### config.mk
export PLATFORM = sky130hd
export DESIGN_NAME = dspCore
export DESIGN_NICKNAME = d
export VERILOG_FILES = /design/src/dspPkg.sv /design/src/dspDecoder.sv /design/src/dspSequencer.sv /design/src/dspExecUnit.sv /design/src/dspDag.sv /design/src/dspCore.sv
export SDC_FILE = /design/constraint.sdc
export NUM_CORES = 1
export LEC_CHECK = 0
export BUFFER_PORTS_ARGS = -buffer_cell sky130_fd_sc_hd__buf_2
export CAP_MARGIN = 30
export CORE_MARGIN = 2
export CORE_UTILIZATION = 45
export DETAILED_ROUTE_END_ITERATION = 10
export PLACE_DENSITY = 0.58
export SYNTH_ARGS = -nofsm -noshare
export SYNTH_HDL_FRONTEND = slang
export SYNTH_SLANG_ARGS = --single-unit
### constraint.sdc
create_clock -name DSPCLK -period 14.34 [get_ports DSPCLK]
set_clock_uncertainty 0.05 [all_clocks]
set_input_delay 1.434 -clock DSPCLK [delete_from_list [all_inputs] [get_ports DSPCLK]]
set_output_delay 1.434 -clock DSPCLK [all_outputs]
set_load 0.01 [all_outputs]
### src/dspPkg.sv
package dspPkg;

  typedef logic [23:0] instrT;
  typedef logic [13:0] progAddrT;
  typedef logic [13:0] dataAddrT;
  typedef logic [15:0] dataT;
  typedef logic [31:0] accT;

  typedef enum logic {
    SEQ_RUN,
    SEQ_IDLE
  } seqStateT;

  // Opcodes live in bits 23..20 of the instruction word.
  localparam logic [3:0] OP_NOP   = 4'd0;
  localparam logic [3:0] OP_LDI   = 4'd1;
  localparam logic [3:0] OP_LDDAG = 4'd2;
  localparam logic [3:0] OP_ALU   = 4'd3;
  localparam logic [3:0] OP_MAC   = 4'd4;
  localparam logic [3:0] OP_LD    = 4'd5;
  localparam logic [3:0] OP_ST    = 4'd6;
  localparam logic [3:0] OP_JUMP  = 4'd7;
  localparam logic [3:0] OP_JZ    = 4'd8;
  localparam logic [3:0] OP_IDLE  = 4'd15;

  localparam int OP_HI  = 23;
  localparam int OP_LO  = 20;
  localparam int SEL_HI = 19;
  localparam int SEL_LO = 18;
  localparam int IMM_HI = 15;
  localparam int IMM_LO = 0;
  localparam int TGT_HI = 13;
  localparam int TGT_LO = 0;

  localparam logic [1:0] ALU_ADD   = 2'd0;
  localparam logic [1:0] ALU_SUB   = 2'd1;
  localparam logic [1:0] ALU_AND   = 2'd2;
  localparam logic [1:0] ALU_PASSX = 2'd3;

  localparam logic [1:0] MAC_ACC = 2'd0;
  localparam logic [1:0] MAC_MUL = 2'd1;
  localparam logic [1:0] MAC_CLR = 2'd2;

  localparam logic [1:0] DAG_I = 2'd0;
  localparam logic [1:0] DAG_M = 2'd1;
  localparam logic [1:0] DAG_L = 2'd2;
  localparam logic [1:0] DAG_B = 2'd3;

  localparam logic [1:0] SRC_AR  = 2'd0;
  localparam logic [1:0] SRC_MR0 = 2'd1;
  localparam logic [1:0] SRC_MR1 = 2'd2;

  localparam logic [1:0] REG_AX = 2'd0;
  localparam logic [1:0] REG_AY = 2'd1;

endpackage

### src/dspDecoder.sv
`timescale 1ns/1ns

module dspDecoder import dspPkg::*; (
  input  instrT      pmd,
  input  logic       az,
  input  logic       idle,
  output logic       regLoad,
  output logic       aluDo,
  output logic       macDo,
  output logic       ldFromMem,
  output logic       dagLoad,
  output logic       dagStep,
  output logic       dwrite,
  output logic       jumpTaken,
  output logic       goIdle,
  output logic [1:0] regSel,
  output logic [1:0] aluOp,
  output logic [1:0] macOp,
  output logic [1:0] dagSel,
  output logic [1:0] stSel,
  output progAddrT   jumpTarget
);

  logic [3:0] opcode;
  logic [1:0] sel;

  assign opcode = pmd[OP_HI:OP_LO];
  assign sel    = pmd[SEL_HI:SEL_LO];

  // The select field means something different per opcode.
  // Only the strobes decide whether it matters.
  assign regSel     = sel;
  assign aluOp      = sel;
  assign macOp      = sel;
  assign dagSel     = sel;
  assign stSel      = sel;
  assign jumpTarget = pmd[TGT_HI:TGT_LO];

  always_comb begin
    regLoad   = 1'b0;
    aluDo     = 1'b0;
    macDo     = 1'b0;
    ldFromMem = 1'b0;
    dagLoad   = 1'b0;
    dagStep   = 1'b0;
    dwrite    = 1'b0;
    jumpTaken = 1'b0;
    goIdle    = 1'b0;
    if (!idle) begin // Nothing may fire once the core has stopped.
      case (opcode)
        OP_NOP: ;
        OP_LDI: regLoad = 1'b1;
        OP_LDDAG: dagLoad = 1'b1;
        OP_ALU: aluDo = 1'b1;
        OP_MAC: macDo = 1'b1;
        OP_LD: begin
          regLoad   = 1'b1;
          ldFromMem = 1'b1;
          dagStep   = 1'b1; // Post-modify I after the read.
        end
        OP_ST: begin
          dwrite  = 1'b1;
          dagStep = 1'b1;
        end
        OP_JUMP: jumpTaken = 1'b1;
        OP_JZ: jumpTaken = az; // AZ is the flag left by the last ALU instruction.
        OP_IDLE: goIdle = 1'b1;
        default: ; // Unused opcodes behave as NOP.
      endcase
    end
  end

endmodule

### src/dspSequencer.sv
`timescale 1ns/1ns

module dspSequencer import dspPkg::*; (
  input  logic     DSPCLK,
  input  logic     rst,
  input  logic     jumpTaken,
  input  logic     goIdle,
  input  progAddrT jumpTarget,
  output progAddrT pma,
  output logic     idle
);

  seqStateT state;
  seqStateT stateNext;
  progAddrT pmaNext;

  always_comb begin
    stateNext = state;
    pmaNext   = pma;
    case (state)
      SEQ_RUN: begin
        if (goIdle) begin
          stateNext = SEQ_IDLE; // pma stays on the IDLE word.
        end else if (jumpTaken) begin
          pmaNext = jumpTarget;
        end else begin
          pmaNext = pma + progAddrT'(1);
        end
      end
      SEQ_IDLE: begin
        // Only reset leaves this state.
        stateNext = SEQ_IDLE;
      end
      default: stateNext = SEQ_RUN;
    endcase
  end

  always_ff @(posedge DSPCLK) begin
    if (rst) begin
      state <= SEQ_RUN;
      pma   <= '0;
    end else begin
      state <= stateNext;
      pma   <= pmaNext;
    end
  end

  assign idle = (state == SEQ_IDLE);

endmodule

### src/dspExecUnit.sv
`timescale 1ns/1ns

module dspExecUnit import dspPkg::*; (
  input  logic       DSPCLK,
  input  logic       rst,
  input  logic       regLoad,
  input  logic       aluDo,
  input  logic       macDo,
  input  logic       ldFromMem,
  input  logic [1:0] regSel,
  input  logic [1:0] aluOp,
  input  logic [1:0] macOp,
  input  logic [1:0] stSel,
  input  dataT       imm,
  input  dataT       dmdIn,
  output logic       az,
  output dataT       dmdOut
);

  dataT ax;
  dataT ay;
  dataT ar;
  accT  mr;
  dataT loadValue;
  dataT aluResult;
  accT  product;
  accT  macResult;

  assign loadValue = ldFromMem ? dmdIn : imm;

  always_comb begin
    case (aluOp)
      ALU_ADD: aluResult = ax + ay;
      ALU_SUB: aluResult = ax - ay;
      ALU_AND: aluResult = ax & ay;
      default: aluResult = ax; // PASSX.
    endcase
  end

  // Full 32-bit signed product of the two 16-bit operands.
  assign product = signed'(ax) * signed'(ay);

  always_comb begin
    case (macOp)
      MAC_ACC: macResult = mr + product;
      MAC_MUL: macResult = product;
      MAC_CLR: macResult = '0;
      default: macResult = mr;
    endcase
  end

  always_ff @(posedge DSPCLK) begin
    if (rst) begin
      ax <= '0;
      ay <= '0;
      ar <= '0;
      az <= 1'b0;
      mr <= '0;
    end else begin
      if (regLoad && regSel == REG_AX) ax <= loadValue;
      if (regLoad && regSel == REG_AY) ay <= loadValue;
      if (aluDo) begin
        ar <= aluResult;
        az <= (aluResult == '0);
      end
      if (macDo) mr <= macResult;
    end
  end

  always_comb begin
    case (stSel)
      SRC_MR0: dmdOut = mr[15:0];
      SRC_MR1: dmdOut = mr[31:16];
      default: dmdOut = ar;
    endcase
  end

endmodule

### src/dspDag.sv
`timescale 1ns/1ns

module dspDag import dspPkg::*; (
  input  logic       DSPCLK,
  input  logic       rst,
  input  logic       dagLoad,
  input  logic       dagStep,
  input  logic [1:0] dagSel,
  input  dataAddrT   imm,
  output dataAddrT   dma
);

  dataAddrT iReg;
  dataAddrT mReg;
  dataAddrT lReg;
  dataAddrT bReg;
  dataAddrT iNext;

  // Two spare bits so that the sum can go below zero or past the top.
  logic signed [15:0] stepped;
  logic signed [15:0] upper;
  logic signed [15:0] lower;
  logic signed [15:0] length;

  assign stepped = signed'({2'b00, iReg}) + signed'({{2{mReg[13]}}, mReg});
  assign lower   = signed'({2'b00, bReg});
  assign length  = signed'({2'b00, lReg});
  assign upper   = lower + length;

  always_comb begin
    iNext = stepped[13:0];
    if (lReg != '0) begin // L of zero means linear addressing.
      if (stepped >= upper) begin
        iNext = dataAddrT'(stepped - length);
      end else if (stepped < lower) begin
        iNext = dataAddrT'(stepped + length);
      end
    end
  end

  always_ff @(posedge DSPCLK) begin
    if (rst) begin
      iReg <= '0;
      mReg <= '0;
      lReg <= '0;
      bReg <= '0;
    end else if (dagLoad) begin
      case (dagSel)
        DAG_I: iReg <= imm;
        DAG_M: mReg <= imm;
        DAG_L: lReg <= imm;
        DAG_B: bReg <= imm;
        default: iReg <= imm;
      endcase
    end else if (dagStep) begin
      iReg <= iNext;
    end
  end

  assign dma = iReg; // The access uses I before the post-modify.

endmodule

### src/dspCore.sv
`timescale 1ns/1ns

module dspCore import dspPkg::*; (
  input  logic     DSPCLK,
  input  logic     rst,
  output progAddrT pma,
  input  instrT    pmd,
  output dataAddrT dma,
  input  dataT     dmdIn,
  output dataT     dmdOut,
  output logic     dwrite,
  output logic     idle
);

  logic       hold;
  logic       az;
  logic       regLoad;
  logic       aluDo;
  logic       macDo;
  logic       ldFromMem;
  logic       dagLoad;
  logic       dagStep;
  logic       jumpTaken;
  logic       goIdle;
  logic [1:0] regSel;
  logic [1:0] aluOp;
  logic [1:0] macOp;
  logic [1:0] dagSel;
  logic [1:0] stSel;
  progAddrT   jumpTarget;

  assign hold = idle | rst; // No strobe and no store while reset is held.

  dspDecoder decoder (
    .pmd(pmd), .az(az), .idle(hold),
    .regLoad(regLoad), .aluDo(aluDo), .macDo(macDo), .ldFromMem(ldFromMem),
    .dagLoad(dagLoad), .dagStep(dagStep), .dwrite(dwrite),
    .jumpTaken(jumpTaken), .goIdle(goIdle),
    .regSel(regSel), .aluOp(aluOp), .macOp(macOp), .dagSel(dagSel), .stSel(stSel),
    .jumpTarget(jumpTarget)
  );

  dspSequencer sequencer (
    .DSPCLK(DSPCLK), .rst(rst), .jumpTaken(jumpTaken), .goIdle(goIdle),
    .jumpTarget(jumpTarget), .pma(pma), .idle(idle)
  );

  dspExecUnit execUnit (
    .DSPCLK(DSPCLK), .rst(rst),
    .regLoad(regLoad), .aluDo(aluDo), .macDo(macDo), .ldFromMem(ldFromMem),
    .regSel(regSel), .aluOp(aluOp), .macOp(macOp), .stSel(stSel),
    .imm(pmd[IMM_HI:IMM_LO]), .dmdIn(dmdIn), .az(az), .dmdOut(dmdOut)
  );

  dspDag dag (
    .DSPCLK(DSPCLK), .rst(rst), .dagLoad(dagLoad), .dagStep(dagStep), .dagSel(dagSel),
    .imm(pmd[IMM_LO +: $bits(dataAddrT)]), .dma(dma)
  );

endmodule

; ---- Yosys cells after proc, flatten, opt, wreduce, memory -nomap -nowiden
; Cells that the tools add are included.
[classes]
addsub = 8
n_mul = 1
order_cmp = 2
eq_ne = 13
n_mux = 31
n_bitwise = 4
n_reduce_logical = 15
[ops]
columns = op, n
row1 = 14-bit two-way mux, 7
row2 = 32-bit one-hot mux with 3 select lines, 1
row3 = 16-bit one-hot mux with 3 select lines, 1
row4 = 32-bit adder, 1
row5 = 16-bit by 16-bit multiplier with 32-bit output, 1
row6 = 16-bit one-hot mux with 2 select lines, 1
row7 = 1-bit two-way mux, 18
row8 = 15-bit by 14-bit adder with 16-bit output, 1
row9 = 16-bit adder, 1
row10 = 16-bit AND, 1
row11 = "4-bit by 3-bit equality test with 1-bit output, second input constant", 4
row12 = 16-bit greater-or-equal comparator, 1
row13 = 16-bit zero test, 1
row14 = 16-bit by 15-bit less-than comparator with 1-bit output, 1
row15 = 16-bit two-way mux, 1
row16 = 16-bit subtractor, 1
row17 = 14-bit by 14-bit adder with 15-bit output, 1
row18 = "14-bit by 1-bit adder with 14-bit output, second input constant", 1
row19 = 14-bit adder, 1
row20 = 14-bit nonzero test, 1
row21 = 14-bit subtractor, 1
row22 = 2-bit AND reduction, 6
row23 = "4-bit by 2-bit equality test with 1-bit output, second input constant", 2
row24 = "4-bit equality test, second input constant", 2
row25 = other kinds (12), 17
[word_totals]
reg_bits = 152
in_bits = 42
out_inout_bits = 46
wordCells = 85

; ---- Depth between registers and ports, before layout
[depth]
word_depth = 7
ltp_mapped = 37
mapped_depth_nobuf = 35

; ---- Modules after synthesis
; A second synthesis with hierarchy kept.
[hier_totals]
hier_cells = 2808
area_unflattened_um2 = 23085.9
[by_module_without_submodules]
columns = mod, n_inst, cells_per_inst, area_each_um2, seq_area_each_um2
row1 = dspExecUnit, 1, 1916, 16230.6, 1621.6
row2 = dspDag, 1, 746, 5690.5, 1121.1
row3 = dspSequencer, 1, 105, 874.6, 300.3
row4 = dspDecoder, 1, 40, 284.0, 0.0
row5 = dspCore, 1, 1, 6.3, 0.0

; ---- Worst setup path after synthesis
; OpenSTA, ideal clock, no wires.
[synth_timing]
path_kind = register to register
start = register execUnit.ay[2]
end = register execUnit.mr[31]
setup_ns = 0.122
arrival_ns = 7.565
t_required_ns = 14.168
setup_slack_ns = 6.603
stages_incl_launch_ff = 32
cell_sequence = dfxtp_1 clkbuf_1 clkbuf_1 nand2_1 fa_1 fa_1 fa_1 fa_1 inv_1 fa_1 fa_1 ha_1 a211oi_1 a21oi_1 a21oi_1 o21bai_1 a21oi_1 nor2_1 o21ai_0 a21oi_1 ha_1 buf_2 a21oi_1 o21ai_0 a221oi_1 o21ai_2 a41oi_2 o31ai_2 o311ai_0 xor2_1 a221oi_1 nor2_1
[synth_via]
elab_chain_len = 3
[synth_lines]
columns = element, line_no
row1 = from (decl), dspExecUnit.sv:21  ; dataT ay;
row2 = from (signal assigned), dspExecUnit.sv:61  ; if (regLoad && regSel == REG_AY) ay <= loadValue;
row3 = 16-bit by 16-bit multiplier with 32-bit output (*), dspExecUnit.sv:41  ; assign product = signed'(ax) * signed'(ay);
row4 = 32-bit adder, dspExecUnit.sv:45  ; MAC_ACC: macResult = mr + product;
row5 = 32-bit one-hot mux with 3 select lines (*), dspExecUnit.sv:44  ; case (macOp)
row6 = to (signal assigned), dspExecUnit.sv:66  ; if (macDo) mr <= macResult;
row7 = to (decl), dspExecUnit.sv:23  ; accT mr;
; Mark *: on every way between the ends. The rest lies on a longest branch, timed or not.
; A chain may end at the register's enable or synchronous reset.

; ---- Worst setup path in the final report
[layout_timing]
start = register execUnit.ax[10]
end = register execUnit.mr[31]
[layout_via]
elab_chain_len = 3
[layout_lines]
columns = element, line_no
row1 = from (decl), dspExecUnit.sv:20  ; dataT ax;
row2 = from (signal assigned), dspExecUnit.sv:60  ; if (regLoad && regSel == REG_AX) ax <= loadValue;
row3 = 16-bit by 16-bit multiplier with 32-bit output (*), dspExecUnit.sv:41
row4 = 32-bit adder, dspExecUnit.sv:45
row5 = 32-bit one-hot mux with 3 select lines (*), dspExecUnit.sv:44
; Marked as above.

==> results.sh <==
export IMPL_power_mw=1.162
export IMPL_dpl_hpwl_um=52550
export IMPL_gp_congestion=0.9110
export IMPL_cp_slowest_cell="dfxtp_1"
export IMPL_drtPass1Iterations=7
export IMPL_clk_path_buf_depth=2
export IMPL_critPathTopFamily="adder cells"
export IMPL_syn2layout_area_growth_pct=7.732
export IMPL_synthesis_nets=3267
export IMPL_crit_path_start_kind="flop"
export IMPL_holdBufCountCts=0
export IMPL_max_freq_mhz=109.5
export IMPL_p_leak_nw=11.27
export IMPL_worstPathRequired_ns=14.64
export IMPL_hold_ws_ns=0.4063
export IMPL_synth_area_mm2=0.02241
export IMPL_holdCritPathClass="reg2reg"
export IMPL_yosysTopAreaCell="fa_1"
export IMPL_critPathKind="reg2reg"
export IMPL_drive_gt1_frac=0.07371
export IMPL_die_h_um=227.2
export IMPL_multiInputGateArea_mm2=0.01748
export IMPL_critPathCaptureType="flop"
export IMPL_synth_area_per_cell_um2=8.191
export IMPL_arrival_ns=9.43
export IMPL_crit_buf_inv=5
export IMPL_power_density_mw_per_mm2=48.11
export IMPL_cts_tree="yes"
export IMPL_period_minus_slack_ns=9.132
export IMPL_drt_total_wl_um=66990
export IMPL_fin_crit_sh=0.6368
export IMPL_cts_buffers_inserted=17
export IMPL_cts_setup_buffers=0
export IMPL_critPathMaxStageDelay_ns=0.89
export IMPL_cts_sinks=152
export IMPL_viasPerCell=5.667
export IMPL_final_nets=3272
export IMPL_synth_main_ff_cell="dfxtp_1"
export IMPL_layout_commonest_cell="inv_1"
export IMPL_post_route_util=0.4922
export IMPL_port_buffers=85
export IMPL_placedCellCount=3385
export IMPL_outcome="completed"
export IMPL_min_to="execUnit.ar[0]$_SDFFE_PP0P_"
export IMPL_synth_top_area_share=0.2394
export IMPL_final_cell_mix="inv_1 (362), nand2_1 (288), fa_1 (268)"
export IMPL_setup_viol=0
export IMPL_antenna_found_initial=2
export IMPL_initial_core_util=0.4569
export IMPL_synthTopCellsByArea="fa_1 (24%), dfxtp_1 (14%), ha_1 (12%)"
export IMPL_antenna_left=0
export IMPL_r2r_cells=31
export IMPL_crit_reg2reg_launch="execUnit.ax[10]$_SDFFE_PP0P_"
export IMPL_cts_root_buf="clkbuf_16"
export IMPL_clk_latency_ns=0.47
export IMPL_tns_ns=0
export IMPL_track_usage=0.2674
export IMPL_dieArea_mm2=0.05160
export IMPL_hold_viol_final=0
export IMPL_max_cap_violations=0
export IMPL_final_cells=3420
export IMPL_clkTransAtPathRegs_ns=0.08
export IMPL_detail_route_wl_per_cell_um=19.59
export IMPL_slew_headroom=0.3241
export IMPL_fp_row_count=81
export IMPL_vias=19380
export IMPL_cpMostUsedCell="fa_1"
export IMPL_wl_met2_um=31340
export IMPL_fillCellCount=4983
export IMPL_grt_pass1_wl_um=106900
export IMPL_grt_ovfl_total=0
export IMPL_slew_violations=0
export IMPL_route_met3_wl_um=3362
export IMPL_synthArstFlopShare=0
export IMPL_grt_pass1_vias=19130
export IMPL_worstMarginPinSlew_ns=0.9998
export IMPL_wl_met1_um=30120
export IMPL_crit_path_max_fanout=16
export IMPL_synth_edf_count=0
export IMPL_rsz0062_at_grt="no"
export IMPL_core_mm2=0.04905
export IMPL_ff2ff_setup_slack_ns=5.21
export IMPL_worstSetupStartpoint="execUnit.ax[10]$_SDFFE_PP0P_"
export IMPL_ir_drop_mv=0.08125
export IMPL_yosysSeqAreaShare=0.1358
export IMPL_synth_cells=2736
export IMPL_register_area_mm2=0.003043
export IMPL_first_iter_violations=1292
export IMPL_io_pins=88
export IMPL_grt_max_degree=86
export IMPL_yosysWarnings=0
export IMPL_yosysUniqueCellTypes=88
export IMPL_drc_errors=0
export IMPL_die_x_um=227.2
export IMPL_ys_ff_latch=152
export IMPL_cts_resized=0
export IMPL_cts_htree_levels=4
export IMPL_hold_depth=2
export IMPL_hold_start="execUnit.ar[0]$_SDFFE_PP0P_"
export IMPL_top_layer="met5"
export IMPL_r2r_end="execUnit.mr[31]$_SDFFE_PP0P_"
-- worst reg2reg max path, delay by kind of cell (launching register included) --
family                     cells  cell delay (ns)
adders and majority gates      8             3.68
and+or+nand+nor               10             1.74
AOI/OAI and AO/OA              6             1.29
DFF                            1             0.89
xor gates and xnor gates       2             0.73
buffers and inverters          5             0.64
-- stage by stage --
stage                     setup WS (ns)  area, um^2
after floorplan                   6.603       22410
after global routing              4.755       24140
after global placement            5.441       23370
after CTS                         5.281       24110
final                             5.208       24140
after detailed placement          5.321       23480
-- worst max path at each step --
stage                                         to  slack [ns]  cells past startpoint
floorplan           execUnit.mr[31]$_SDFFE_PP0P_        6.60                     31
finish              execUnit.mr[31]$_SDFFE_PP0P_        5.21                     31
detailed placement  execUnit.mr[31]$_SDFFE_PP0P_        5.32                     31
global placement    execUnit.mr[31]$_SDFFE_PP0P_        5.44                     31
global route        execUnit.mr[31]$_SDFFE_PP0P_        4.76                     31
CTS                 execUnit.mr[31]$_SDFFE_PP0P_        5.28                     31
-- synthesized netlist by cell type (all sizes together) (7+ instances only) --
cell type and count:
o22ai 17, o21ai 103, a211oi 61, o21a 18, o21bai 17, nand2b 27, nor2b 26, a221oi 33
a22oi 23, dfxtp 152, inv 364, o31ai 11, a221o 9, xor2 33, mux2i 18, nor4 12
nor3 63, a31o 8, fa 268, a21oi 201, or3 11, xnor2 82, a31oi 14, nand4 12
and2 113, o221ai 15, nand2 288, nor2 220, and3 12, clkbuf 121, buf 14, ha 221
a41oi 7, nand3 24, a21o 37
-- sequential cells by signal, indices dropped and copies added, names as in the netlist --
| name | flops |
|---|---|
| dag.bReg | 14 |
| dag.dma | 14 |
| dag.lReg | 14 |
| dag.mReg | 14 |
| execUnit.ar | 16 |
| execUnit.ax | 16 |
| execUnit.ay | 16 |
| execUnit.az | 1 |
| execUnit.mr | 32 |
| sequencer.idle | 1 |
| sequencer.pma | 14 |
-- per-layer routing --
layer,up-vias,GRT usage
met5,-,0
met1,9593,0.3627
met3,98,0.03769
met2,529,0.4368
met4,2,0.09361
li1,9159,-
-- kinds of logic after synthesis --
logic type,Yosys count,share of synthesized area
AND/OR/NAND/NOR,844,0.1798
AO/OA/AOI/OAI,616,0.1831
buffers and inverters,501,0.08503
adder cells (fa/ha/maj),489,0.3628
flip-flops,152,0.1358
XOR/XNOR,115,0.04494
multiplexers,19,0.008542
-- area by class of cell --
cell class | count | area share
clock buffer | 17 | 0.01762
antenna | 2 | 0.0002073
sequential | 152 | 0.1260
clock inverter | 15 | 0.008706
timing repair buffer | 121 | 0.03208
tap | 664 | 0.03441
multi-input combinational | 2083 | 0.7239
inverter | 366 | 0.05700
-- power by group --
group          switching [mW]  leakage (nW)  internal [mW]  total [mW]
sequential             0.0128          1.23          0.429       0.442
combinational           0.147          9.74         0.0874       0.234
clock                   0.232         0.299          0.253       0.485
total                   0.392          11.3          0.769        1.16
(Power assumes the default switching activity.)
